[src/owt_defines.svh]
/* link constants shared by the receiver
   T must stay at or below 60 clock cycles to fit the interval counter */
`ifndef OWT_DEFINES_SVH
`define OWT_DEFINES_SVH

// field lengths in bits
`define OWT_CMD_BITS    8
`define OWT_ADC_BITS    12
`define OWT_NML_BITS    8
`define OWT_CRC_BITS    8

// sync head is 8 pulses, so 16 edges
`define OWT_HEAD_EDGES  16

// interval counter, saturates at 255
`define OWT_CNT_W       8

// read of this address returns an ADC sample
`define OWT_ADC_ADDR    7'h1F
`define OWT_CRC_POLY    8'h07

`endif

[src/owt_pkg.sv]
/* shared types of the one-wire receiver
   data in a frame result is right-aligned, normal reads fill the low 8 bits */
`default_nettype none
`include "owt_defines.svh"

package owt_pkg;

    // registered edge pulses from the line synchroniser
    typedef struct packed {
        logic rise;
        logic fall;
    } owt_edge_t;

    typedef enum logic [1:0] {
        SYM_1T,
        SYM_2T,
        SYM_BAD
    } owt_sym_e;

    typedef struct packed {
        logic     valid;
        owt_sym_e kind;
        logic     timeout;
    } owt_interval_t;

    typedef struct packed {
        logic valid;
        logic value;
    } owt_bit_t;

    typedef enum logic [1:0] {
        FIELD_CMD,
        FIELD_DATA,
        FIELD_CRC
    } owt_field_e;

    typedef enum logic [1:0] {
        ST_OK,
        ST_CRC_ERR,
        ST_CODE_ERR,
        ST_TIMEOUT
    } owt_status_e;

    typedef struct packed {
        logic [`OWT_CMD_BITS-1:0] cmd;
        logic [`OWT_ADC_BITS-1:0] data;
        owt_status_e              status;
    } owt_frame_t;

endpackage

`default_nettype wire

[src/owt_line_sync.sv]
/* two-flop synchroniser on the raw line, edge pulses 3 cycles after the line */
`timescale 1ns/1ps
`default_nettype none

module owt_line_sync (
    input  wire logic             i_clk,
    input  wire logic             i_rst_n,
    input  wire logic             i_line,
    output owt_pkg::owt_edge_t    o_edge
);

    logic [1:0] sync_q;
    logic       line_q;

    // line idles low, so reset to 0 avoids a false edge
    always_ff @(posedge i_clk or negedge i_rst_n) begin
        if (!i_rst_n) begin
            sync_q <= 2'b00;
            line_q <= 1'b0;
        end else begin
            sync_q <= {sync_q[0], i_line};
            line_q <= sync_q[1];
        end
    end

    always_ff @(posedge i_clk or negedge i_rst_n) begin
        if (!i_rst_n) begin
            o_edge <= '0;
        end else begin
            o_edge.rise <= sync_q[1] & ~line_q;
            o_edge.fall <= ~sync_q[1] & line_q;
        end
    end

endmodule

`default_nettype wire

[src/owt_symbol_timer.sv]
/* measures edge-to-edge intervals and averages T while training
   timeout needs a trained average, arm it only after the first head interval */
`timescale 1ns/1ps
`default_nettype none
`include "owt_defines.svh"

module owt_symbol_timer (
    input  wire logic                   i_clk,
    input  wire logic                   i_rst_n,
    input  wire owt_pkg::owt_edge_t     i_edge,
    input  wire logic                   i_train,
    input  wire logic                   i_arm,
    output owt_pkg::owt_interval_t      o_interval
);

    import owt_pkg::*;

    localparam int W = `OWT_CNT_W;

    logic [W-1:0] cnt_q;
    logic [W-1:0] avg_q;
    logic         first_q;
    logic         tmo_q;
    logic         edge_any;
    logic [W:0]   sum;
    logic [W+1:0] thr_1t;
    logic [W+1:0] thr_2t;
    logic [W+1:0] thr_tmo;
    logic         tmo_hit;
    owt_sym_e     kind;

    assign edge_any = i_edge.rise | i_edge.fall;
    assign sum      = {1'b0, cnt_q} + {1'b0, avg_q};

    // limits at 1.5A, 2.5A and 3A
    assign thr_1t  = {2'b00, avg_q} + {3'b000, avg_q[W-1:1]};
    assign thr_2t  = {1'b0, avg_q, 1'b0} + {3'b000, avg_q[W-1:1]};
    assign thr_tmo = {1'b0, avg_q, 1'b0} + {2'b00, avg_q};

    always_comb begin
        if ({2'b00, cnt_q} <= thr_1t) begin
            kind = SYM_1T;
        end else if ({2'b00, cnt_q} <= thr_2t) begin
            kind = SYM_2T;
        end else begin
            kind = SYM_BAD;
        end
    end

    // one pulse per quiet period
    assign tmo_hit = i_arm & ~tmo_q & ~edge_any & ({2'b00, cnt_q} > thr_tmo);

    // ========================================================================
    // interval counter and average
    // ========================================================================
    always_ff @(posedge i_clk or negedge i_rst_n) begin
        if (!i_rst_n) begin
            cnt_q   <= '0;
            avg_q   <= '0;
            first_q <= 1'b1;
            tmo_q   <= 1'b0;
        end else begin
            if (edge_any) begin
                cnt_q <= W'(1);
            end else if (cnt_q != '1) begin
                cnt_q <= cnt_q + 1'b1;
            end

            if (!i_train) begin
                first_q <= 1'b1;
            end else if (edge_any) begin
                first_q <= 1'b0;
                avg_q   <= first_q ? cnt_q : sum[W:1];
            end

            if (edge_any) begin
                tmo_q <= 1'b0;
            end else if (tmo_hit) begin
                tmo_q <= 1'b1;
            end
        end
    end

    always_ff @(posedge i_clk or negedge i_rst_n) begin
        if (!i_rst_n) begin
            o_interval <= '0;
        end else begin
            o_interval.valid   <= edge_any;
            o_interval.kind    <= kind;
            o_interval.timeout <= tmo_hit;
        end
    end

endmodule

`default_nettype wire

[src/owt_mcst_decoder.sv]
/* Manchester decoder, idle until the align pulse and again after a timeout
   bit 1 ends on a falling mid-bit edge, bit 0 on a rising one */
`timescale 1ns/1ps
`default_nettype none

module owt_mcst_decoder (
    input  wire logic                   i_clk,
    input  wire logic                   i_rst_n,
    input  wire owt_pkg::owt_edge_t     i_edge,
    input  wire owt_pkg::owt_interval_t i_interval,
    input  wire logic                   i_align,
    output owt_pkg::owt_bit_t           o_bit,
    output logic                        o_code_err
);

    import owt_pkg::*;

    logic fall_q;
    logic phase_q;
    logic active_q;
    logic take;

    // phase_q set means the last edge sat at mid-bit
    assign take = active_q & i_interval.valid & ~i_align;

    // edge direction delayed to line up with its interval
    always_ff @(posedge i_clk or negedge i_rst_n) begin
        if (!i_rst_n) begin
            fall_q <= 1'b0;
        end else begin
            fall_q <= i_edge.fall;
        end
    end

    always_ff @(posedge i_clk or negedge i_rst_n) begin
        if (!i_rst_n) begin
            active_q <= 1'b0;
            phase_q  <= 1'b0;
        end else if (i_align) begin
            active_q <= 1'b1;
            phase_q  <= 1'b1;
        end else if (i_interval.timeout) begin
            active_q <= 1'b0;
        end else if (take && i_interval.kind == SYM_1T) begin
            phase_q <= ~phase_q;
        end
    end

    always_ff @(posedge i_clk or negedge i_rst_n) begin
        if (!i_rst_n) begin
            o_bit      <= '0;
            o_code_err <= 1'b0;
        end else begin
            o_bit.valid <= take & (((i_interval.kind == SYM_1T) & ~phase_q) |
                                   ((i_interval.kind == SYM_2T) & phase_q));
            o_bit.value <= fall_q;
            // 2T from a bit boundary means a missing mid-bit transition
            o_code_err  <= take & (((i_interval.kind == SYM_2T) & ~phase_q) |
                                   (i_interval.kind == SYM_BAD));
        end
    end

endmodule

`default_nettype wire

[src/owt_crc8_check.sv]
/* serial CRC8 with initial value 0, bits fed MSB first in line order */
`timescale 1ns/1ps
`default_nettype none
`include "owt_defines.svh"

module owt_crc8_check (
    input  wire logic                       i_clk,
    input  wire logic                       i_rst_n,
    input  wire owt_pkg::owt_bit_t          i_bit,
    input  wire logic                       i_restart,
    output logic [`OWT_CRC_BITS-1:0]        o_crc
);

    localparam int                 CW   = `OWT_CRC_BITS;
    localparam logic [CW-1:0]      POLY = `OWT_CRC_POLY;

    logic fb;

    assign fb = o_crc[CW-1] ^ i_bit.value;

    always_ff @(posedge i_clk or negedge i_rst_n) begin
        if (!i_rst_n) begin
            o_crc <= '0;
        end else if (i_restart) begin
            o_crc <= '0;
        end else if (i_bit.valid) begin
            o_crc <= {o_crc[CW-2:0], 1'b0} ^ (fb ? POLY : '0);
        end
    end

endmodule

`default_nettype wire

[src/owt_field_capture.sv]
/* shifts decoded bits into the current field, data length follows the command
   a change of field restarts the bit count */
`timescale 1ns/1ps
`default_nettype none
`include "owt_defines.svh"

module owt_field_capture (
    input  wire logic                       i_clk,
    input  wire logic                       i_rst_n,
    input  wire owt_pkg::owt_bit_t          i_bit,
    input  wire owt_pkg::owt_field_e        i_field,
    output logic [`OWT_CMD_BITS-1:0]        o_cmd,
    output logic [`OWT_ADC_BITS-1:0]        o_data,
    output logic [`OWT_CRC_BITS-1:0]        o_crc_rx,
    output logic                            o_field_done
);

    import owt_pkg::*;

    localparam int CMD_W = `OWT_CMD_BITS;
    localparam int DAT_W = `OWT_ADC_BITS;
    localparam int NML_W = `OWT_NML_BITS;
    localparam int CRC_W = `OWT_CRC_BITS;
    localparam int CNT_W = $clog2(DAT_W);

    logic [CNT_W-1:0] cnt_q;
    logic [CNT_W-1:0] cnt_cur;
    logic [CNT_W-1:0] last_idx;
    owt_field_e       field_q;
    logic             is_adc;
    logic             first;

    assign cnt_cur = (i_field != field_q) ? '0 : cnt_q;
    assign first   = (cnt_cur == '0);

    // read (bit 7 clear) of the ADC address
    assign is_adc = ~o_cmd[CMD_W-1] & (o_cmd[CMD_W-2:0] == `OWT_ADC_ADDR);

    always_comb begin
        case (i_field)
            FIELD_CMD:  last_idx = CNT_W'(CMD_W - 1);
            FIELD_DATA: last_idx = is_adc ? CNT_W'(DAT_W - 1) : CNT_W'(NML_W - 1);
            default:    last_idx = CNT_W'(CRC_W - 1);
        endcase
    end

    always_ff @(posedge i_clk or negedge i_rst_n) begin
        if (!i_rst_n) begin
            cnt_q        <= '0;
            field_q      <= FIELD_CMD;
            o_field_done <= 1'b0;
        end else begin
            field_q      <= i_field;
            o_field_done <= 1'b0;
            if (i_bit.valid && cnt_cur == last_idx) begin
                cnt_q        <= '0;
                o_field_done <= 1'b1;
            end else if (i_bit.valid) begin
                cnt_q <= cnt_cur + 1'b1;
            end else begin
                cnt_q <= cnt_cur;
            end
        end
    end

    // data restarts from zero so 8-bit reads come out zero-extended
    always_ff @(posedge i_clk) begin
        if (i_bit.valid) begin
            case (i_field)
                FIELD_CMD:  o_cmd    <= {o_cmd[CMD_W-2:0], i_bit.value};
                FIELD_DATA: o_data   <= first ? DAT_W'(i_bit.value)
                                              : {o_data[DAT_W-2:0], i_bit.value};
                default:    o_crc_rx <= {o_crc_rx[CRC_W-2:0], i_bit.value};
            endcase
        end
    end

endmodule

`default_nettype wire

[src/owt_rx_ctrl.sv]
/* frame FSM and result register, a pending result keeps the FSM in IDLE
   after a timeout the rest of a stalled frame is not resynchronised */
`timescale 1ns/1ps
`default_nettype none
`include "owt_defines.svh"

module owt_rx_ctrl (
    input  wire logic                       i_clk,
    input  wire logic                       i_rst_n,
    input  wire owt_pkg::owt_edge_t         i_edge,
    input  wire owt_pkg::owt_interval_t     i_interval,
    input  wire logic                       i_code_err,
    input  wire logic                       i_field_done,
    input  wire logic [`OWT_CMD_BITS-1:0]   i_cmd,
    input  wire logic [`OWT_ADC_BITS-1:0]   i_data,
    input  wire logic [`OWT_CRC_BITS-1:0]   i_crc_rx,
    input  wire logic [`OWT_CRC_BITS-1:0]   i_crc_calc,
    input  wire logic                       i_res_ready,
    output logic                            o_train,
    output logic                            o_arm,
    output logic                            o_align,
    output owt_pkg::owt_field_e             o_field,
    output logic                            o_crc_restart,
    output logic                            o_crc_gate,
    output owt_pkg::owt_frame_t             o_res,
    output logic                            o_res_valid
);

    import owt_pkg::*;

    localparam int HEAD = `OWT_HEAD_EDGES;
    localparam int EW   = $clog2(HEAD + 1);

    typedef enum logic [2:0] {
        IDLE, SYNC_HEAD, SYNC_TAIL, CMD, DATA, CRC, END_GAP
    } state_e;

    state_e      state_q;
    state_e      state_d;
    logic [EW-1:0] edge_cnt_q;
    logic        fall_q;
    logic        quiet_q;
    logic        align_q;
    logic        edge_any;
    logic        tail_end;
    logic        in_field;
    logic        load_err;
    logic        load_end;

    assign edge_any = i_edge.rise | i_edge.fall;
    // tail falls after 2T high
    assign tail_end = i_interval.valid & fall_q & (i_interval.kind == SYM_2T);
    assign in_field = (state_q == CMD) | (state_q == DATA) | (state_q == CRC);
    assign load_err = in_field & (i_code_err | i_interval.timeout);
    assign load_end = (state_q == CRC) & i_field_done & ~load_err;

    // ========================================================================
    // next state
    // ========================================================================
    always_comb begin
        state_d = state_q;
        case (state_q)
            IDLE: begin
                if (i_edge.rise && !o_res_valid) begin
                    state_d = SYNC_HEAD;
                end
            end
            SYNC_HEAD: begin
                if (i_interval.timeout) begin
                    state_d = END_GAP;
                end else if (edge_any && edge_cnt_q == EW'(HEAD - 1)) begin
                    state_d = SYNC_TAIL;
                end
            end
            SYNC_TAIL: begin
                if (i_interval.timeout) begin
                    state_d = END_GAP;
                end else if (tail_end) begin
                    state_d = CMD;
                end
            end
            CMD: begin
                if (load_err) begin
                    state_d = END_GAP;
                end else if (i_field_done) begin
                    state_d = DATA;
                end
            end
            DATA: begin
                if (load_err) begin
                    state_d = END_GAP;
                end else if (i_field_done) begin
                    state_d = CRC;
                end
            end
            CRC: begin
                if (load_err || i_field_done) begin
                    state_d = END_GAP;
                end
            end
            END_GAP: begin
                if (quiet_q) begin
                    state_d = IDLE;
                end
            end
            default: state_d = IDLE;
        endcase
    end

    always_ff @(posedge i_clk or negedge i_rst_n) begin
        if (!i_rst_n) begin
            state_q    <= IDLE;
            edge_cnt_q <= '0;
            fall_q     <= 1'b0;
            quiet_q    <= 1'b0;
            align_q    <= 1'b0;
        end else begin
            state_q <= state_d;
            fall_q  <= i_edge.fall;
            align_q <= (state_q == SYNC_TAIL) & (state_d == CMD);
            // the rise that leaves IDLE is the first head edge
            if (state_q == IDLE) begin
                edge_cnt_q <= EW'(1);
            end else if (state_q == SYNC_HEAD && edge_any) begin
                edge_cnt_q <= edge_cnt_q + 1'b1;
            end
            // quiet until the next edge once the timer has timed out
            if (i_interval.timeout) begin
                quiet_q <= 1'b1;
            end else if (edge_any) begin
                quiet_q <= 1'b0;
            end
        end
    end

    // ========================================================================
    // result register
    // ========================================================================
    always_ff @(posedge i_clk or negedge i_rst_n) begin
        if (!i_rst_n) begin
            o_res_valid <= 1'b0;
        end else if (load_err || load_end) begin
            o_res_valid <= 1'b1;
        end else if (i_res_ready) begin
            o_res_valid <= 1'b0;
        end
    end

    always_ff @(posedge i_clk) begin
        if (load_err || load_end) begin
            o_res.cmd  <= i_cmd;
            o_res.data <= i_data;
        end
        if (load_err) begin
            o_res.status <= i_code_err ? ST_CODE_ERR : ST_TIMEOUT;
        end else if (load_end) begin
            o_res.status <= (i_crc_rx != i_crc_calc) ? ST_CRC_ERR : ST_OK;
        end
    end

    // arm once the first head interval has set the average
    assign o_train       = (state_q == SYNC_HEAD);
    assign o_arm         = ((state_q == SYNC_HEAD) & (edge_cnt_q > EW'(1))) |
                           (state_q == SYNC_TAIL) | in_field | (state_q == END_GAP);
    assign o_align       = align_q;
    assign o_crc_restart = align_q;
    assign o_crc_gate    = (state_q == CMD) | (state_q == DATA);

    always_comb begin
        case (state_q)
            CMD:     o_field = FIELD_CMD;
            DATA:    o_field = FIELD_DATA;
            default: o_field = FIELD_CRC;
        endcase
    end

endmodule

`default_nettype wire

[src/owt_rx_top.sv]
/* one-wire Manchester receiver, one result per frame on a valid/ready port
   frames that arrive while a result is pending are dropped */
`timescale 1ns/1ps
`default_nettype none
`include "owt_defines.svh"

module owt_rx_top (
    input  wire logic               i_clk,
    input  wire logic               i_rst_n,
    input  wire logic               i_line,
    input  wire logic               i_res_ready,
    output owt_pkg::owt_frame_t     o_res,
    output logic                    o_res_valid
);

    import owt_pkg::*;

    owt_edge_t                line_edge;
    owt_interval_t            interval;
    owt_bit_t                 dec_bit;
    owt_bit_t                 crc_bit;
    owt_field_e               field;
    logic                     code_err;
    logic                     train;
    logic                     arm;
    logic                     align;
    logic                     crc_restart;
    logic                     crc_gate;
    logic                     field_done;
    logic [`OWT_CMD_BITS-1:0] cmd;
    logic [`OWT_ADC_BITS-1:0] data;
    logic [`OWT_CRC_BITS-1:0] crc_rx;
    logic [`OWT_CRC_BITS-1:0] crc_calc;

    // ========================================================================
    // datapath
    // ========================================================================
    owt_line_sync u_line_sync (
        .i_clk      (i_clk),
        .i_rst_n    (i_rst_n),
        .i_line     (i_line),
        .o_edge     (line_edge)
    );

    owt_symbol_timer u_symbol_timer (
        .i_clk      (i_clk),
        .i_rst_n    (i_rst_n),
        .i_edge     (line_edge),
        .i_train    (train),
        .i_arm      (arm),
        .o_interval (interval)
    );

    owt_mcst_decoder u_mcst_decoder (
        .i_clk      (i_clk),
        .i_rst_n    (i_rst_n),
        .i_edge     (line_edge),
        .i_interval (interval),
        .i_align    (align),
        .o_bit      (dec_bit),
        .o_code_err (code_err)
    );

    // only command and data bits enter the CRC
    assign crc_bit = '{valid: dec_bit.valid & crc_gate, value: dec_bit.value};

    owt_crc8_check u_crc8_check (
        .i_clk      (i_clk),
        .i_rst_n    (i_rst_n),
        .i_bit      (crc_bit),
        .i_restart  (crc_restart),
        .o_crc      (crc_calc)
    );

    owt_field_capture u_field_capture (
        .i_clk        (i_clk),
        .i_rst_n      (i_rst_n),
        .i_bit        (dec_bit),
        .i_field      (field),
        .o_cmd        (cmd),
        .o_data       (data),
        .o_crc_rx     (crc_rx),
        .o_field_done (field_done)
    );

    // ========================================================================
    // control
    // ========================================================================
    owt_rx_ctrl u_rx_ctrl (
        .i_clk         (i_clk),
        .i_rst_n       (i_rst_n),
        .i_edge        (line_edge),
        .i_interval    (interval),
        .i_code_err    (code_err),
        .i_field_done  (field_done),
        .i_cmd         (cmd),
        .i_data        (data),
        .i_crc_rx      (crc_rx),
        .i_crc_calc    (crc_calc),
        .i_res_ready   (i_res_ready),
        .o_train       (train),
        .o_arm         (arm),
        .o_align       (align),
        .o_field       (field),
        .o_crc_restart (crc_restart),
        .o_crc_gate    (crc_gate),
        .o_res         (o_res),
        .o_res_valid   (o_res_valid)
    );

endmodule

`default_nettype wire

[config.mk]
export PLATFORM = sky130hd
export DESIGN_NAME = owt_rx_top
export DESIGN_NICKNAME = d
export VERILOG_FILES = /design/src/owt_pkg.sv /design/src/owt_line_sync.sv /design/src/owt_symbol_timer.sv /design/src/owt_mcst_decoder.sv /design/src/owt_crc8_check.sv /design/src/owt_field_capture.sv /design/src/owt_rx_ctrl.sv /design/src/owt_rx_top.sv
export VERILOG_INCLUDE_DIRS = /design/src
export SDC_FILE = /design/constraint.sdc
export NUM_CORES = 1
export LEC_CHECK = 0
export BUFFER_PORTS_ARGS = -buffer_cell sky130_fd_sc_hd__buf_2
export CORE_ASPECT_RATIO = 0.75
export CORE_MARGIN = 2
export CORE_UTILIZATION = 55
export DETAILED_ROUTE_END_ITERATION = 10
export GPL_TIMING_DRIVEN = 0
export HOLD_SLACK_MARGIN = 0.05
export PLACE_DENSITY = 0.75
export SKIP_LAST_GASP = 1
export SYNTH_ARGS = -nofsm -noshare
export SYNTH_HDL_FRONTEND = slang
export SYNTH_SLANG_ARGS = --single-unit
export TNS_END_PERCENT = 100
[constraint.sdc]
create_clock -name i_clk -period 5.7 [get_ports i_clk]
set_input_delay 0.855 -clock i_clk [delete_from_list [all_inputs] [get_ports i_clk]]
set_output_delay 0.855 -clock i_clk [all_outputs]
set_load 0.005 [all_outputs]
==> metrics.md <==
| Metric | Value |
|---|---|
| Outcome | complete, no violations |
| Ys flop type | dfrtp_1 |
| FF+latch area | roughly 3000 µm² |
| Non-Filler Instances | about 750 |
| Hold Fails Final Rpt | 0 |
| Final WL | roughly 13000 µm |
| Share of layout cells above drive strength 1 | approximately a tenth |
| Max-slew headroom | 49.71% |
| Global route overflow | 0 |
| Starting Density | about 56% |
| Count leader, synth | dfrtp_1 |
| Final ANT Viol Nets | 0 |
| Placer Congestion | a little under 0.9 |
| DP HPWL | 9463 µm |
| RSZ-0062 raised after global routing | false |
| Pwr Density | between 400 and 500 nW/µm² |
| EDFF count, synth | 50 |
| Tcrit/Tclk final | between 60% and 70% |
| # rows | 33 |
| Post-synth top area cell | edfxtp_1 |
| Area taken by multi-input logic gates | 2873 µm² |
| Clk_lat worst skew | approximately 350 ps |
| Critical Path Fanout Max | 6 |
| Max clock buf depth | 2 |
| Critical path data arrival time | ~4100 ps |
| Yosys top cell area share | between 20% and 30% |
| Fin nets | 655 |
| Seq cells post-synth | approximately 110 |
| Worst Skew | about 8.4 ps |
| H-tree levels | 3 |
| DR vias | 4433 |
| CTS sink cnt | about 110 |
| GRT Total Usage | between 20% and 30% |
| Avg WL per Cell | approximately 17 µm |
| Worst EP required | between 5000 and 6000 ps |
| Vias/cell | 5.926 |
| # diodes | 0 |
| Peak supply drop | between 200 and 300 µV |
| Filler cells | between 800 and 900 |
| Asr flop ratio synth | a little over half |
| Area grow syn2layout | 10.13% |
| Die height | between 90 and 100 µm |
| Post-DP Area | between 6000 and 7000 µm² |
| Slew @ Worst Pin | ~750 ps |
| Final Critical Period | 3886 ps |
| I/O pin count | 27 |
| CTS Buf Count | 9 |
| Pre-antenna DRT Iters | 5 |
| Worst setup EP type | register |
| Setup crit start kind | register |
| First-pass GRT wire length | between 20000 and 25000 µm |
| Core Area | 10820 µm² |
| Vias in the first global route | between 4000 and 5000 |
| Achievable Freq | 257.3 MHz |
| DRC violations left | 0 |
| Initial antenna violation count | 0 |
| Worst hold path type | reg2reg |
| Register clock-pin slew on the reported worst setup and hold paths | around 70 ps |
| Synth Warn # | 0 |
| Mapped Cells | about 570 |
| Setup bufs post-CTS | 0 |
| Slew Viols, Final | 0 |
| Iteration-0 DRC Markers | 390 |
| Setup violations, final | 0 |
| Die area | ~12000 µm² |
| Count of input and output buffers | 26 |
| Average size of a mapped cell | ~11 µm² |
| Netlist cell types | 61 |
| Post-synth top cells | 58 x dfrtp_1, 50 x edfxtp_1, 46 x nand2_1, 45 x ha_1, 36 x a21oi_1 |
| CTS Hold Buffers Added | 0 |
| Synthesized net count | about 620 |
| Synth top area cells | edfxtp_1 25%, dfrtp_1 24%, ha_1 9.3% |
| CTS tree | built |
| P_leak | between 2 and 3 nW |
| Die X | 124.9 µm |
| Final instance area | between 6000 and 7000 µm² |
| Max Cap Violations | 0 |
| Seq/Total Area, Yosys | around half |
| Mapped Area | ~6000 µm² |
| Sum of negative setup slack | 0 ps |
| Final Util | ~61% |
| PostCTS Resize Cnt | 0 |
| Placed cell count | roughly 730 |
| Clock Tree Root | clkbuf_16 |
| Largest net degree at the start of global routing | 60 |
| Worst Path Class, Setup | reg2reg |
==> stage by stage <==
| step | power, mW | setup WS (ps) | hold slack (ps) |
|---|---|---|---|
| 5_1_grt | 3.165 | 1619 | 363.7 |
| 3_3_place_gp | 2.243 | 2046 | 334.2 |
| 4_1_cts | 2.952 | 1937 | 352.0 |
| 2_1_floorplan | 2.001 | 2724 | 331.2 |
| 6_report | 2.960 | 1814 | 351.5 |
| 3_5_place_dp | 2.319 | 1971 | 336.3 |
==> power breakdown <==
part	internal, mW	total, mW	switching, mW
clock	0.356	0.624	0.268
combinational	0.555	1.31	0.757
sequential	0.901	1.02	0.123
==> cell families after synthesis <==
logic type / Yosys count / synth area share, %
simple gates: 183 / 15.65
compound gates: 131 / 14.09
flops: 109 / 49.42
fa+ha+maj: 48 / 10.34
xor+xnor: 46 / 6.912
buf+inv: 45 / 2.926
mux: 4 / 0.6642
==> area by class of cell <==
type                            count  area share, %
Buffer                             18          1.131
Clock buffer                       12          3.713
Clock inverter                      4         0.8481
Inverter                           27          1.527
Multi-Input combinational cell    412          43.27
Sequential cell                   109          44.87
Tap cell                          140          2.639
Timing Repair Buffer               26          1.998
==> worst paths after layout <==
path | depth (start not counted) | start | slack (ps) | to
worst min register to register | 0 | u_line_sync.sync_q[0]$_DFF_PN0_ | 350 | u_line_sync.sync_q[1]$_DFF_PN0_
worst min-delay path | 0 | u_line_sync.sync_q[0]$_DFF_PN0_ | 350 | u_line_sync.sync_q[1]$_DFF_PN0_
worst max register to register | 12 | u_symbol_timer.avg_q[2]$_DFFE_PN0P_ | 1810 | u_symbol_timer.o_interval[2]$_DFF_PN0_
worst max-delay path | 12 | u_symbol_timer.avg_q[2]$_DFFE_PN0P_ | 1810 | u_symbol_timer.o_interval[2]$_DFF_PN0_
max in group asynchronous | 1 | i_rst_n | 4620 | u_symbol_timer.avg_q[2]$_DFFE_PN0P_
min in group asynchronous | 1 | i_rst_n | 560 | u_crc8_check.o_crc[7]$_DFFE_PN0P_
==> layer usage <==
layer	up-vias	track usage [%]	routed length, µm	share of wire, %
li1	2115	-	-	-
met1	2172	32.07	6224	48
met3	15	4.646	677	5.2
met2	131	36.16	5855	45
met5	-	0	0	0
met4	0	5.648	148	1.1
==> flip-flops by register name (all words and copies together), names as in the netlist, 3 cells and up <==
register / count
u_symbol_timer.cnt_q: 8
u_rx_ctrl.o_res: 22
u_symbol_timer.avg_q: 8
u_rx_ctrl.edge_cnt_q: 5
u_rx_ctrl.state_q: 3
u_symbol_timer.o_interval: 4
u_field_capture.o_crc_rx: 8
u_field_capture.cnt_q: 4
u_field_capture.o_cmd: 8
u_field_capture.o_data: 12
u_crc8_check.o_crc: 8
==> worst max-delay path, cell delays in order (launching register included) <==
cell and delay [ps]:
dfrtp_1 480, ha_1 400, o21ai_0 360, nor2_1 200, or3_1 350, a21oi_1 180
xor2_1 280, ha_1 160, nor2b_1 140, o21ai_0 230, o41a_1 450, a211oi_2 390
nor3b_1 130
==> cell usage in the layout, fill, tap and decap left out, types with 4 or more instances in the layout <==
master / count
dfrtp_1: 58
edfxtp_1: 50
nand2_1: 46
ha_1: 45
a21oi_1: 36
nor2_1: 35
o21ai_0: 34
xnor2_1: 31
buf_2: 28
inv_1: 26
and2_1: 16
clkbuf_1: 16
nand2b_1: 15
nor3_1: 14
xor2_1: 14
nor2b_1: 9
nand4_1: 9
clkbuf_16: 9
a21o_1: 8
nor4_1: 7
a211oi_1: 7
and3_1: 7
nand3_1: 7
o21a_1: 6
a31oi_1: 5
o21bai_1: 4
mux2i_1: 4
No activity file was read; power rests on OpenSTA's default activity.
